[config.mk]
export PLATFORM = sky130hd
export DESIGN_NAME = periph_top
export DESIGN_NICKNAME = d
export VERILOG_FILES = /design/src/source/periph_pkg.sv /design/src/source/apb_access_fsm.sv /design/src/source/periph_decode.sv /design/src/source/periph_timer.sv /design/src/source/irq_ctrl.sv /design/src/source/periph_top.sv
export SDC_FILE = /design/constraint.sdc
export NUM_CORES = 1
export LEC_CHECK = 0
export BUFFER_PORTS_ARGS = -buffer_cell sky130_fd_sc_hd__buf_2
export CAP_MARGIN = 20
export CORE_MARGIN = 2
export CORE_UTILIZATION = 50
export CTS_CLUSTER_SIZE = 25
export DETAILED_ROUTE_END_ITERATION = 8
export PLACE_DENSITY = 0.69
export SLEW_MARGIN = 5
export SYNTH_ARGS = -nofsm -noshare
export SYNTH_HDL_FRONTEND = slang
export SYNTH_HIERARCHICAL = 1
export SYNTH_SLANG_ARGS = --single-unit
[constraint.sdc]
create_clock -name clk_i -period 7.45 [get_ports clk_i]
set_input_delay 1.49 -clock clk_i [delete_from_list [all_inputs] [get_ports clk_i]]
set_output_delay 1.49 -clock clk_i [all_outputs]
set_load 0.02 [all_outputs]
[src/source/periph_pkg.sv]
// --------------------------------------------------------------------------
// Address map, register offsets and sizes of the peripheral subsystem
// Only address bits 15..12 select a region, higher bits are ignored
// Region 0 holds the timer, region 1 the interrupt controller
// --------------------------------------------------------------------------
package periph_pkg;

    // Bus
    localparam int AddrWidth   = 32;
    localparam int DataWidth   = 32;
    localparam int OffsetWidth = 8;

    // Region map
    localparam int RegionLsb   = 12;
    localparam int RegionWidth = 4;
    localparam int RegionTimer = 0;
    localparam int RegionIrq   = 1;

    localparam logic [DataWidth-1:0] ErrReadData = 32'hDEADBEEF;

    // ------------------------------------------------------------------------
    // Timer
    // ------------------------------------------------------------------------
    localparam int NumTimers       = 2;
    localparam int TimerStride     = 'h10;
    localparam int TimerCntOffset  = 'h0;
    localparam int TimerCmpOffset  = 'h4;
    localparam int TimerCtrlOffset = 'h8;

    // Control register bits, the flag is read only
    localparam int CtrlEnableBit = 0;
    localparam int CtrlReloadBit = 1;
    localparam int CtrlFlagBit   = 31;

    // ------------------------------------------------------------------------
    // Interrupt controller
    // ------------------------------------------------------------------------
    localparam int NumExtIrq   = 2;
    localparam int NumSources  = NumTimers + NumExtIrq;
    localparam int PrioWidth   = 3;
    localparam int MaxPriority = 7;
    // Claim ID is source number plus one, zero means none
    localparam int SrcIdWidth  = 3;

    localparam int PrioBaseOffset  = 'h00;
    localparam int EnableOffset    = 'h10;
    localparam int ThresholdOffset = 'h14;
    localparam int ClaimOffset     = 'h18;

    typedef enum logic [1:0] {
        ST_IDLE,
        ST_SETUP,
        ST_RESP
    } access_state_e;

    typedef enum logic [1:0] {
        REGION_TIMER,
        REGION_IRQ,
        REGION_EMPTY
    } region_e;

endpackage

[src/source/apb_access_fsm.sv]
// --------------------------------------------------------------------------
// Sequences one APB access at a time, no wait states from the devices
// The master must hold its request until pready_o is seen high
// --------------------------------------------------------------------------
`timescale 1ns/1ns

module apb_access_fsm (
    input  logic                             clk_i,
    input  logic                             rst_n_i,
    input  logic                             psel_i,
    input  logic                             penable_i,
    input  logic                             pwrite_i,
    input  logic [periph_pkg::DataWidth-1:0] rdata_i,
    input  logic                             err_i,
    output logic                             wr_stb_o,
    output logic                             rd_stb_o,
    output logic [periph_pkg::DataWidth-1:0] prdata_o,
    output logic                             pready_o,
    output logic                             pslverr_o
);
    import periph_pkg::*;

    access_state_e state_q, state_d;
    logic          access;

    // Access phase seen, one cycle pulse since the state leaves ST_SETUP
    assign access   = (state_q == ST_SETUP) && psel_i && penable_i;
    assign wr_stb_o = access && pwrite_i;
    assign rd_stb_o = access && !pwrite_i;
    assign pready_o = (state_q == ST_RESP);

    always_comb begin
        state_d = state_q;
        case (state_q)
            ST_IDLE: begin
                if (psel_i) begin
                    state_d = ST_SETUP;
                end
            end
            ST_SETUP: begin
                if (access) begin
                    state_d = ST_RESP;
                end else if (!psel_i) begin
                    state_d = ST_IDLE;
                end
            end
            ST_RESP: begin
                state_d = ST_IDLE;
            end
            default: begin
                state_d = ST_IDLE;
            end
        endcase
    end

    always_ff @(posedge clk_i) begin
        if (!rst_n_i) begin
            state_q   <= ST_IDLE;
            pslverr_o <= 1'b0;
        end else begin
            state_q <= state_d;
            if (access) begin
                pslverr_o <= err_i;
            end else if (pready_o) begin
                pslverr_o <= 1'b0;
            end
        end
    end

    // Read data captured together with the error bit
    always_ff @(posedge clk_i) begin
        if (access) begin
            prdata_o <= rdata_i;
        end
    end

endmodule

[src/source/periph_decode.sv]
// --------------------------------------------------------------------------
// Region decoder and read mux, empty regions act as an error slave
// Empty regions answer with an error and DEADBEEF, and see no strobe
// --------------------------------------------------------------------------
`timescale 1ns/1ns

module periph_decode (
    input  logic [periph_pkg::AddrWidth-1:0]   paddr_i,
    input  logic [periph_pkg::DataWidth-1:0]   pwdata_i,
    input  logic                               wr_stb_i,
    input  logic                               rd_stb_i,
    input  logic [periph_pkg::DataWidth-1:0]   timer_rdata_i,
    input  logic [periph_pkg::DataWidth-1:0]   irq_rdata_i,
    output logic [periph_pkg::OffsetWidth-1:0] offset_o,
    output logic [periph_pkg::DataWidth-1:0]   wdata_o,
    output logic                               timer_wr_o,
    output logic                               timer_rd_o,
    output logic                               irq_wr_o,
    output logic                               irq_rd_o,
    output logic [periph_pkg::DataWidth-1:0]   rdata_o,
    output logic                               err_o
);
    import periph_pkg::*;

    region_e region;

    always_comb begin
        case (paddr_i[RegionLsb +: RegionWidth])
            RegionWidth'(RegionTimer): region = REGION_TIMER;
            RegionWidth'(RegionIrq):   region = REGION_IRQ;
            default:                   region = REGION_EMPTY;
        endcase
    end

    assign offset_o = paddr_i[OffsetWidth-1:0];
    assign wdata_o  = pwdata_i;

    // Strobes only reach the addressed device
    assign timer_wr_o = wr_stb_i && (region == REGION_TIMER);
    assign timer_rd_o = rd_stb_i && (region == REGION_TIMER);
    assign irq_wr_o   = wr_stb_i && (region == REGION_IRQ);
    assign irq_rd_o   = rd_stb_i && (region == REGION_IRQ);

    always_comb begin
        case (region)
            REGION_TIMER: rdata_o = timer_rdata_i;
            REGION_IRQ:   rdata_o = irq_rdata_i;
            default:      rdata_o = ErrReadData;
        endcase
    end

    assign err_o = (region == REGION_EMPTY);

endmodule

[src/source/periph_timer.sv]
// --------------------------------------------------------------------------
// Two compare timers, each with CNT, CMP and CTRL at a 0x10 stride
// Only an enabled channel counts and matches
// Any CTRL write clears the sticky flag of that channel
// --------------------------------------------------------------------------
`timescale 1ns/1ns

module periph_timer (
    input  logic                               clk_i,
    input  logic                               rst_n_i,
    input  logic                               wr_i,
    input  logic                               rd_i,
    input  logic [periph_pkg::OffsetWidth-1:0] offset_i,
    input  logic [periph_pkg::DataWidth-1:0]   wdata_i,
    output logic [periph_pkg::DataWidth-1:0]   rdata_o,
    output logic [periph_pkg::NumTimers-1:0]   flags_o
);
    import periph_pkg::*;

    logic [DataWidth-1:0] cnt_q [NumTimers];
    logic [DataWidth-1:0] cmp_q [NumTimers];
    logic [NumTimers-1:0] enable_q;
    logic [NumTimers-1:0] reload_q;
    logic [NumTimers-1:0] flag_q;

    logic [NumTimers-1:0] cnt_sel;
    logic [NumTimers-1:0] cmp_sel;
    logic [NumTimers-1:0] ctrl_sel;
    logic [NumTimers-1:0] match;

    // Register select per channel
    always_comb begin
        for (int c = 0; c < NumTimers; c++) begin
            cnt_sel[c]  = offset_i == OffsetWidth'(c * TimerStride + TimerCntOffset);
            cmp_sel[c]  = offset_i == OffsetWidth'(c * TimerStride + TimerCmpOffset);
            ctrl_sel[c] = offset_i == OffsetWidth'(c * TimerStride + TimerCtrlOffset);
            match[c]    = enable_q[c] && (cnt_q[c] == cmp_q[c]);
        end
    end

    // ------------------------------------------------------------------------
    // Counters and register writes
    // ------------------------------------------------------------------------
    always_ff @(posedge clk_i) begin
        if (!rst_n_i) begin
            for (int c = 0; c < NumTimers; c++) begin
                cnt_q[c] <= '0;
                cmp_q[c] <= '0;
            end
            enable_q <= '0;
            reload_q <= '0;
            flag_q   <= '0;
        end else begin
            for (int c = 0; c < NumTimers; c++) begin
                // A CNT write overrides counting in the same cycle
                if (wr_i && cnt_sel[c]) begin
                    cnt_q[c] <= wdata_i;
                end else if (match[c] && reload_q[c]) begin
                    cnt_q[c] <= '0;
                end else if (enable_q[c]) begin
                    cnt_q[c] <= cnt_q[c] + 1'b1;
                end

                if (wr_i && cmp_sel[c]) begin
                    cmp_q[c] <= wdata_i;
                end

                if (wr_i && ctrl_sel[c]) begin
                    enable_q[c] <= wdata_i[CtrlEnableBit];
                    reload_q[c] <= wdata_i[CtrlReloadBit];
                    flag_q[c]   <= 1'b0;
                end else if (match[c]) begin
                    flag_q[c] <= 1'b1;
                end
            end
        end
    end

    // Read mux, unknown offsets return zero
    always_comb begin
        rdata_o = '0;
        if (rd_i) begin
            for (int c = 0; c < NumTimers; c++) begin
                if (cnt_sel[c]) begin
                    rdata_o = cnt_q[c];
                end
                if (cmp_sel[c]) begin
                    rdata_o = cmp_q[c];
                end
                if (ctrl_sel[c]) begin
                    rdata_o[CtrlEnableBit] = enable_q[c];
                    rdata_o[CtrlReloadBit] = reload_q[c];
                    rdata_o[CtrlFlagBit]   = flag_q[c];
                end
            end
        end
    end

    assign flags_o = flag_q;

endmodule

[src/source/irq_ctrl.sv]
// --------------------------------------------------------------------------
// Level triggered interrupt controller, four sources and one target
// Sources 0..1 are the timer flags, 2..3 the external inputs
// Priority 0 never interrupts, ties go to the lower source number
// --------------------------------------------------------------------------
`timescale 1ns/1ns

module irq_ctrl (
    input  logic                               clk_i,
    input  logic                               rst_n_i,
    input  logic                               wr_i,
    input  logic                               rd_i,
    input  logic [periph_pkg::OffsetWidth-1:0] offset_i,
    input  logic [periph_pkg::DataWidth-1:0]   wdata_i,
    input  logic [periph_pkg::NumTimers-1:0]   timer_flags_i,
    input  logic [periph_pkg::NumExtIrq-1:0]   ext_irq_i,
    output logic [periph_pkg::DataWidth-1:0]   rdata_o,
    output logic                               irq_o
);
    import periph_pkg::*;

    logic [PrioWidth-1:0]  prio_q [NumSources];
    logic [NumSources-1:0] enable_q;
    logic [PrioWidth-1:0]  threshold_q;
    logic [NumSources-1:0] in_service_q;

    logic [NumSources-1:0] level;
    logic [NumSources-1:0] eligible;
    logic [SrcIdWidth-1:0] cand_id;
    logic                  claim_rd;
    logic                  complete_wr;

    assign level       = {ext_irq_i, timer_flags_i};
    assign eligible    = level & enable_q & ~in_service_q;
    assign claim_rd    = rd_i && (offset_i == OffsetWidth'(ClaimOffset));
    assign complete_wr = wr_i && (offset_i == OffsetWidth'(ClaimOffset));

    // ------------------------------------------------------------------------
    // Candidate search
    // ------------------------------------------------------------------------
    // Later hits win: higher level last, lower source last within a level
    always_comb begin
        cand_id = '0;
        for (int p = 1; p <= MaxPriority; p++) begin
            for (int s = NumSources - 1; s >= 0; s--) begin
                if (eligible[s] && int'(prio_q[s]) == p && p > int'(threshold_q)) begin
                    cand_id = SrcIdWidth'(s + 1);
                end
            end
        end
    end

    assign irq_o = (cand_id != '0);

    always_ff @(posedge clk_i) begin
        if (!rst_n_i) begin
            for (int s = 0; s < NumSources; s++) begin
                prio_q[s] <= '0;
            end
            enable_q     <= '0;
            threshold_q  <= '0;
            in_service_q <= '0;
        end else begin
            for (int s = 0; s < NumSources; s++) begin
                if (wr_i && offset_i == OffsetWidth'(PrioBaseOffset + 4 * s)) begin
                    prio_q[s] <= wdata_i[PrioWidth-1:0];
                end
                // Claim marks in service, complete releases it
                if (claim_rd && cand_id == SrcIdWidth'(s + 1)) begin
                    in_service_q[s] <= 1'b1;
                end
                if (complete_wr && wdata_i == DataWidth'(s + 1)) begin
                    in_service_q[s] <= 1'b0;
                end
            end
            if (wr_i && offset_i == OffsetWidth'(EnableOffset)) begin
                enable_q <= wdata_i[NumSources-1:0];
            end
            if (wr_i && offset_i == OffsetWidth'(ThresholdOffset)) begin
                threshold_q <= wdata_i[PrioWidth-1:0];
            end
        end
    end

    // Read mux
    always_comb begin
        rdata_o = '0;
        for (int s = 0; s < NumSources; s++) begin
            if (offset_i == OffsetWidth'(PrioBaseOffset + 4 * s)) begin
                rdata_o[PrioWidth-1:0] = prio_q[s];
            end
        end
        if (offset_i == OffsetWidth'(EnableOffset)) begin
            rdata_o[NumSources-1:0] = enable_q;
        end
        if (offset_i == OffsetWidth'(ThresholdOffset)) begin
            rdata_o[PrioWidth-1:0] = threshold_q;
        end
        if (offset_i == OffsetWidth'(ClaimOffset)) begin
            rdata_o[SrcIdWidth-1:0] = cand_id;
        end
    end

endmodule

[src/source/periph_top.sv]
// --------------------------------------------------------------------------
// Peripheral subsystem behind one APB style slave port
// Every access takes one cycle after the access phase, no back-pressure
// --------------------------------------------------------------------------
`timescale 1ns/1ns

module periph_top (
    input  logic                             clk_i,
    input  logic                             rst_n_i,
    input  logic                             psel_i,
    input  logic                             penable_i,
    input  logic                             pwrite_i,
    input  logic [periph_pkg::AddrWidth-1:0] paddr_i,
    input  logic [periph_pkg::DataWidth-1:0] pwdata_i,
    input  logic [periph_pkg::NumExtIrq-1:0] ext_irq_i,
    output logic [periph_pkg::DataWidth-1:0] prdata_o,
    output logic                             pready_o,
    output logic                             pslverr_o,
    output logic                             irq_o
);
    import periph_pkg::*;

    logic                   wr_stb, rd_stb;
    logic [DataWidth-1:0]   rdata;
    logic                   err;
    logic [OffsetWidth-1:0] offset;
    logic [DataWidth-1:0]   wdata;
    logic                   timer_wr, timer_rd, irq_wr, irq_rd;
    logic [DataWidth-1:0]   timer_rdata, irq_rdata;
    logic [NumTimers-1:0]   timer_flags;

    apb_access_fsm i_apb_access_fsm (
        .clk_i     ( clk_i     ),
        .rst_n_i   ( rst_n_i   ),
        .psel_i    ( psel_i    ),
        .penable_i ( penable_i ),
        .pwrite_i  ( pwrite_i  ),
        .rdata_i   ( rdata     ),
        .err_i     ( err       ),
        .wr_stb_o  ( wr_stb    ),
        .rd_stb_o  ( rd_stb    ),
        .prdata_o  ( prdata_o  ),
        .pready_o  ( pready_o  ),
        .pslverr_o ( pslverr_o )
    );

    periph_decode i_periph_decode (
        .paddr_i       ( paddr_i     ),
        .pwdata_i      ( pwdata_i    ),
        .wr_stb_i      ( wr_stb      ),
        .rd_stb_i      ( rd_stb      ),
        .timer_rdata_i ( timer_rdata ),
        .irq_rdata_i   ( irq_rdata   ),
        .offset_o      ( offset      ),
        .wdata_o       ( wdata       ),
        .timer_wr_o    ( timer_wr    ),
        .timer_rd_o    ( timer_rd    ),
        .irq_wr_o      ( irq_wr      ),
        .irq_rd_o      ( irq_rd      ),
        .rdata_o       ( rdata       ),
        .err_o         ( err         )
    );

    periph_timer i_periph_timer (
        .clk_i    ( clk_i       ),
        .rst_n_i  ( rst_n_i     ),
        .wr_i     ( timer_wr    ),
        .rd_i     ( timer_rd    ),
        .offset_i ( offset      ),
        .wdata_i  ( wdata       ),
        .rdata_o  ( timer_rdata ),
        .flags_o  ( timer_flags )
    );

    irq_ctrl i_irq_ctrl (
        .clk_i         ( clk_i       ),
        .rst_n_i       ( rst_n_i     ),
        .wr_i          ( irq_wr      ),
        .rd_i          ( irq_rd      ),
        .offset_i      ( offset      ),
        .wdata_i       ( wdata       ),
        .timer_flags_i ( timer_flags ),
        .ext_irq_i     ( ext_irq_i   ),
        .rdata_o       ( irq_rdata   ),
        .irq_o         ( irq_o       )
    );

endmodule

==> reports/qor.txt, run 1 <==
Result of the run - finished, final reports clean
Insertion delay of the later-clocked pin in the worst-skew pair - 440 ps
Area growth syn-to-layout - 6.527%
Maximum number of pins on one net before global-route repair - 35
Final cycle utilization of the critical path - 0.6710
Placeable Area - 0.02411 mm2
Post-synth EDFFs - 172
Drt wl/cell - 22.07 um
Worst reg-to-reg path cell count - 9
Total gr overflow - 0
Type of destination of the critical path - output pin
R2R Setup Slk - 3680 ps
CP arrival - 3510 ps
Horiz. Die Dim - 159.8 um
Number of instances in the synthesized netlist - 1190
TritonCTS Buffers - 17
Number of nets in the layout - 1278
Utilization of the core after routing - 0.5362
Number of warnings issued by yosys - 6
Critical Path RT - 5960 ps
Number of instances in the placed design - 1510
Min-Delay Startpoint - i_apb_access_fsm/state_q[0]
Worst hold path type - reg2reg
Mean Syn Cell Area - 10.20 um2
Finished Layout Cells - 1542
Sequential cell area - 0.005565 mm2
Final GP Congestion - 0.9158
Via Count - 9622
Actual slew at the worst max-slew pin - 1235 ps
Maximum Capacitance Violations - 0
First-pass GRT wire length - 50900 um
Overall fraction of global-route tracks in use - 0.2613
Port Buffers - 85
Post-cts resize count - 0
Post-Route Setup TNS - 0 ps
Max clock buf depth - 2
Height of the chip - 159.8 um
Slew margin rel. - 0.1705
Initial Utilization - 0.5034
Final Critical Period - 4999 ps
Worst IR drop on VDD - 0.0001533 V
Proportion of synthesized chip area in sequential cells - 0.4587
Number of nets with antenna violations after detailed routing - 0
Top fanout value on the critical path - 3
HPWL after detailed placement - 23970 um
Final routed DRC violation total - 0
CP Class - in2out
Number of global-route vias before repair - 8676
Die outline area - 0.02553 mm2
Main flop type after synthesis - sky130_fd_sc_hd__edfxtp_1
Setup repair after global routing missed its margin - no
# H-tree levels - 4
Endpoint of the worst register-to-register path - i_periph_timer/cnt_q[1][5]
Pwr Total - 2.299 mW
Post-CTS repair timing setup buffer count - 0
Cell chosen for the clock root - sky130_fd_sc_hd__clkbuf_16
Initial antenna violation count - 2
Setup violations, final - 0
Clock slew seen by the registers of the worst setup and hold paths - 70 ps
LEAKAGE - 4.331 nW
Most common cell after layout, fill and taps aside - sky130_fd_sc_hd__edfxtp_1
Share of layout cells above drive strength 1 - 0.1289
CP startpoint kind - input port
Area of the multi-input gates - 0.005783 mm2
Clk sinks - 192
CTS tree - yes
Post-synthesis async set-or-reset flop share - 0
Final Slew Violations - 0
Pwr dens - 177.8 mW/mm2
Commonest cells after routing, fill and taps aside - 172 x sky130_fd_sc_hd__edfxtp_1, 118 x sky130_fd_sc_hd__nand2_1, 85 x sky130_fd_sc_hd__buf_2, 80 x sky130_fd_sc_hd__xor2_1, 70 x sky130_fd_sc_hd__nor2_1
Highest attainable clock frequency - 200.1 MHz
Number of placement rows - 57
Worst min-delay path endpoint - i_apb_access_fsm/state_q[1]
Number of synthesized register bits - 192
IO Pins - 106
Violation count after the first detailed-routing iteration - 1149
Vias per std cell - 6.240
Reg-to-Reg Start - i_apb_access_fsm/state_q[1]
Post-CTS Hold Buffers - 0
Antenna diode count - 0
Routed WL - 34030 um
Final-report hold violation count - 0
Distinct cell type count of the synthesized netlist - 86
Filler cell count - 2181
Hold Crit Depth - 2
Worst clock skew - 11.26 ps
Syn Std Cell Area - 0.01213 mm2
Number of iterations in the first detailed-routing pass - 8
==> flip-flops by register name, summed over array words and instances, names as in the netlist <==
signal	flops
i_apb_access_fsm/prdata_o	32
i_apb_access_fsm/pslverr_o	1
i_apb_access_fsm/state_q	2
i_irq_ctrl/enable_q	4
i_irq_ctrl/in_service_q	4
i_irq_ctrl/prio_q	12
i_irq_ctrl/threshold_q	3
i_periph_timer/cmp_q	64
i_periph_timer/cnt_q	64
i_periph_timer/enable_q	2
i_periph_timer/flags_o	2
i_periph_timer/reload_q	2
==> cell families after synthesis <==
family / after synthesis / share of synthesized area
simple gates: 427 / 0.1914
compound gates: 266 / 0.1592
flops: 192 / 0.4587
buf+inv: 150 / 0.07538
xor+xnor: 120 / 0.08662
mux: 32 / 0.02640
fa+ha+maj: 2 / 0.002062
other cells: 1 / 0.0003090
==> final cells by class <==
| cell class | count | share of cell area |
|---|---|---|
| clock buffers | 18 | 0.03320 |
| clock inverters | 14 | 0.01181 |
| inverters | 24 | 0.006969 |
| multi-input cells | 875 | 0.4474 |
| flip-flops and latches | 192 | 0.4306 |
| well taps | 324 | 0.03136 |
| repair buffers | 95 | 0.03872 |
==> report_power, final <==
group | total, mW | switching [mW] | internal, mW | leakage (nW)
clock network | 0.916 | 0.415 | 0.500 | 0.286
logic | 0.144 | 0.0948 | 0.0494 | 2.13
registers | 1.24 | 0.0382 | 1.20 | 1.91
total | 2.30 | 0.548 | 1.75 | 4.33
==> worst max-delay path, cell delays in order <==
cell	delay, ps
sky130_fd_sc_hd__buf_2	100
sky130_fd_sc_hd__nand4b_1	130
sky130_fd_sc_hd__or4b_1	550
sky130_fd_sc_hd__o21ai_1	150
sky130_fd_sc_hd__a2111oi_2	100
sky130_fd_sc_hd__o211ai_1	140
sky130_fd_sc_hd__nand3_1	160
sky130_fd_sc_hd__or4_4	510
sky130_fd_sc_hd__buf_2	180
==> cells in the mapped netlist, drive strengths merged, types with 3 or more instances <==
library cell,instances,area (um2)
o21ai,48,244.0
edfxtp,172,5165
clkbuf,25,95.09
a21oi,21,108.9
a21boi,34,266.5
nor2,76,297.8
nand3b,3,22.52
nand4,22,143.9
and2,35,219.0
o22ai,6,37.54
inv,23,86.34
and3,18,112.6
xnor2,40,350.3
nand2b,13,81.33
a21o,4,31.28
nand2,118,442.9
nor4b,3,41.29
nand3,44,220.2
a222oi,3,30.03
mux2i,32,320.3
a221oi,8,70.07
o2bb2ai,32,280.3
and4,9,78.83
nand4b,11,102.6
a22oi,65,488.0
a211oi,9,67.56
o31ai,5,42.54
o211ai,7,52.55
or4,4,33.78
nor2b,5,31.28
xor2,80,700.7
dfxtp,20,400.4
nand4bb,3,50.05
or3b,3,28.78
or3,6,37.54
buf,101,729.4
nor3,20,116.4
o21a,5,37.54
nor4,25,177.7
a22o,5,43.79
==> layer usage <==
layer | vias to the layer above | share of wire | GRT usage | routed length (um)
li1 | 4376 | - | - | -
met1 | 4655 | 0.43 | 0.3752 | 14580
met2 | 531 | 0.44 | 0.3876 | 14880
met3 | 58 | 0.11 | 0.06468 | 3733
met4 | 2 | 0.024 | 0.08845 | 820
met5 | - | 0.00038 | 0 | 13
==> how the worst max path moves through the flow <==
| stage | from | end | slack, ps | depth (start not counted) |
|---|---|---|---|---|
| after detailed placement | ext_irq_i[1] | irq_o | 2490 | 9 |
| final | ext_irq_i[1] | irq_o | 2450 | 9 |
| after floorplan | ext_irq_i[1] | irq_o | 2900 | 7 |
| after global placement | ext_irq_i[1] | irq_o | 2450 | 9 |
| after CTS | ext_irq_i[1] | irq_o | 2470 | 9 |
| after global routing | ext_irq_i[1] | irq_o | 2300 | 9 |
==> per-stage QoR <==
stage          instance area (um2)  hold WS (ps)  worst slack (ps)
5_1_grt                      12930         511.4              2297
4_1_cts                      12930         488.5              2472
3_3_place_gp                 12340         477.1              2452
3_5_place_dp                 12340         482.8              2486
6_report                     12930         490.9              2451
2_1_floorplan                12240         449.8              2900
Note: power is estimated with default switching activity, not from simulation.
==> inputs of run 2 (changes only) <==
PLACE_DENSITY = 0.71   (was 0.69)
clock period = 4.4 ns   (was 7.45 ns; I/O delays follow)
==> run 2 against run 1 <==
Effect of this change: the flow now finishes with violations (design-rule violations); core utilization is 0.40 points higher; first-iteration DRC count is 6.8% higher; critical path type is now reg2out; critical endpoint unchanged; non-clock buffer count is 12 higher; cell count is 0.78% higher.
==> reports/qor.txt, run 2 (same netlist as run 1, synthesis figures left out) <==
Initial antenna violation count - 0 (-2)
Setup repair after global routing missed its margin - no
Slack of the critical path - 503.6 ps (-1948 ps)
Comb power frac - 0.063 (about the same)
Post-cts resize count - 0 (unchanged)
Post-Route Setup TNS - 0 ps (unchanged)
Post-CTS Hold Buffers - 0 (unchanged)
Number of placement rows - 57 (unchanged)
Drt wl/cell - 21.94 um (-0.57%)
Number of instances in the placed design - 1522 (+0.79%)
Top fanout value on the critical path - 20 (+17)
Area growth syn-to-layout - 7.331%
Max clock buf depth - 2 (unchanged)
# H-tree levels - 4 (unchanged)
Finished Layout Cells - 1554 (+0.78%)
First-pass GRT wire length - 51340 um (+0.85%)
Sequential group share of total power - 0.529 (-0.010)
Cell chosen for the clock root - sky130_fd_sc_hd__clkbuf_16
Internal power summed over all cells - 3.025 mW (+73%)
CTS tree - yes
Via Count - 9555 (-0.70%)
Setup violations, final - 0 (unchanged)
Clock slew seen by the registers of the worst setup and hold paths - 70 ps (about the same)
Final cycle utilization of the critical path - 0.8856
Net switching power - 0.9376 mW (+71%)
Highest attainable clock frequency - 256.6 MHz
Overall fraction of global-route tracks in use - 0.2624 (+0.001161)
Actual slew at the worst max-slew pin - 926.7 ps (-308.0 ps)
HPWL after detailed placement - 23700 um (-1.1%)
Worst clock skew - 12.68 ps (+1.421 ps)
Number of nets in the layout - 1290 (+0.94%)
CP Class - reg2out
TritonCTS Buffers - 17 (unchanged)
Horiz. Die Dim - 159.8 um (unchanged)
Placeable Area - 0.02411 mm2 (unchanged)
Global-route met1 utilization - 0.3759 (+0.0006958)
Initial Utilization - 0.5034 (unchanged)
Clk sinks - 192 (unchanged)
Post-CTS repair timing setup buffer count - 0 (unchanged)
Type of destination of the critical path - output pin
Worst hold path type - reg2reg
Pwr dens - 304.2 mW/mm2 (+71%)
Worst IR drop on VDD - 0.0002455 V (+60%)
Final routed DRC violation total - 3 (+3)
Critical Path RT - 3520 ps (-2440 ps)
Maximum Capacitance Violations - 0 (unchanged)
Port Buffers - 85 (unchanged)
Vias per std cell - 6.149 (-1.5%)
Fin area - 0.01302 mm2 (+0.76%)
Share of layout cells above drive strength 1 - 0.1382 (+0.009312)
Die outline area - 0.02553 mm2 (unchanged)
Largest registers ranked by flip-flop count - i_periph_timer/cmp_q (64), i_periph_timer/cnt_q (64), i_apb_access_fsm/prdata_o (32)
Final Slew Violations - 0 (unchanged)
Maximum number of pins on one net before global-route repair - 34 (-2.9%)
Routed WL - 34100 um (+0.20%)
CP arrival - 3020 ps (-490 ps)
Number of iterations in the first detailed-routing pass - 9 (+1)
Met2 Resource Use GR - 0.3918 (+0.004132)
Most utilized layer in the global route result - met2
Number of nets with antenna violations after detailed routing - 0 (unchanged)
Insertion delay of the later-clocked pin in the worst-skew pair - 440 ps (about the same)
Height of the chip - 159.8 um (unchanged)
Final-report hold violation count - 0 (unchanged)
Clock share of power - 0.408 (+0.010)
Worst slack at placement - 595.3 ps (-1890 ps)
Number of global-route vias before repair - 8872 (+2.3%)
Pwr Total - 3.962 mW (+72%)
Violation count after the first detailed-routing iteration - 1227 (+6.8%)
Antenna diode count - 0 (unchanged)
Final GP Congestion - 0.8897 (-2.8%)
Global-route track usage on met3 - 0.06649 (+0.001818)
Most common cell after layout, fill and taps aside - sky130_fd_sc_hd__edfxtp_1
Total gr overflow - 0 (unchanged)
Result of the run - finished with violations
CP startpoint kind - flip-flop
DP Area - 0.01242 mm2 (+0.61%)
Slew margin rel. - 0.3802 (+0.2096)
Final Critical Period - 3896 ps
IO Pins - 106 (unchanged)
Net switching fraction of the power - 0.2366 (-0.001942)
Violated checks - design-rule violations
LEAKAGE - 4.407 nW (+1.7%)
Commonest cells after routing, fill and taps aside - 172 x sky130_fd_sc_hd__edfxtp_1, 118 x sky130_fd_sc_hd__nand2_1, 85 x sky130_fd_sc_hd__buf_2, 80 x sky130_fd_sc_hd__xor2_1, 70 x sky130_fd_sc_hd__nor2_1
-- run 2: cell types whose count changed in the layout (fill, tap and decap cells not counted), sizes merged --
cell and delta:
buf +12, clkinv -2, bufinv +1, inv +1
-- run 2: per-stage QoR --
stage                     hold slack (ps)  utilization
after CTS                           487.6       0.5403
after global placement              471.1       0.5152
final                               486.8       0.5403
after global routing                513.4       0.5403
after floorplan                     449.8            -
after detailed placement            476.2       0.5152
-- run 2: layout make-up --
| type | count | area, um2 |
|---|---|---|
| fill | 2153 | 11080 |
| multi-input combinational | 875 | 5768 |
| tap | 324 | 405.4 |
| clock inverter | 14 | 175.2 |
| timing repair buffer | 107 | 590.6 |
| clock buffer | 18 | 429.2 |
| inverter | 24 | 90.09 |
| sequential | 192 | 5565 |
-- run 2: power groups by stage --
stage               registers, mW  logic (mW)  clock network, mW
floorplan                    2.12       0.193                  0
global placement             2.13       0.242                  0
detailed placement           2.14       0.243                  0
CTS                          2.09       0.245               1.64
global route                 2.10       0.267               1.70
finish                       2.10       0.248               1.62
-- run 2: final timing paths --
kind	start	to	slack [ps]	cells past startpoint
min	i_apb_access_fsm/state_q[0]	i_apb_access_fsm/state_q[1]	490	2
max	i_irq_ctrl/threshold_q[2]	irq_o	500	8
max reg2reg	i_periph_timer/cnt_q[1][31]	i_periph_timer/cnt_q[1][25]	1310	7
min reg2reg	i_apb_access_fsm/state_q[0]	i_apb_access_fsm/state_q[1]	490	2
-- run 2: layer usage --
metal,routed length [um],vias up
li1,-,4401
met1,14620,4544
met2,14780,528
met3,3746,82
met4,951,0
met5,0,-
-- run 2: worst max-delay path, stage by stage, from the launching register on --
cell and delay [ps]:
sky130_fd_sc_hd__dfxtp_1 820, sky130_fd_sc_hd__a21o_1 190, sky130_fd_sc_hd__nor3_1 100, sky130_fd_sc_hd__o41ai_1 260, sky130_fd_sc_hd__a211oi_1 110, sky130_fd_sc_hd__o211ai_1 230
sky130_fd_sc_hd__nand3_1 180, sky130_fd_sc_hd__or4_4 510, sky130_fd_sc_hd__buf_2 170
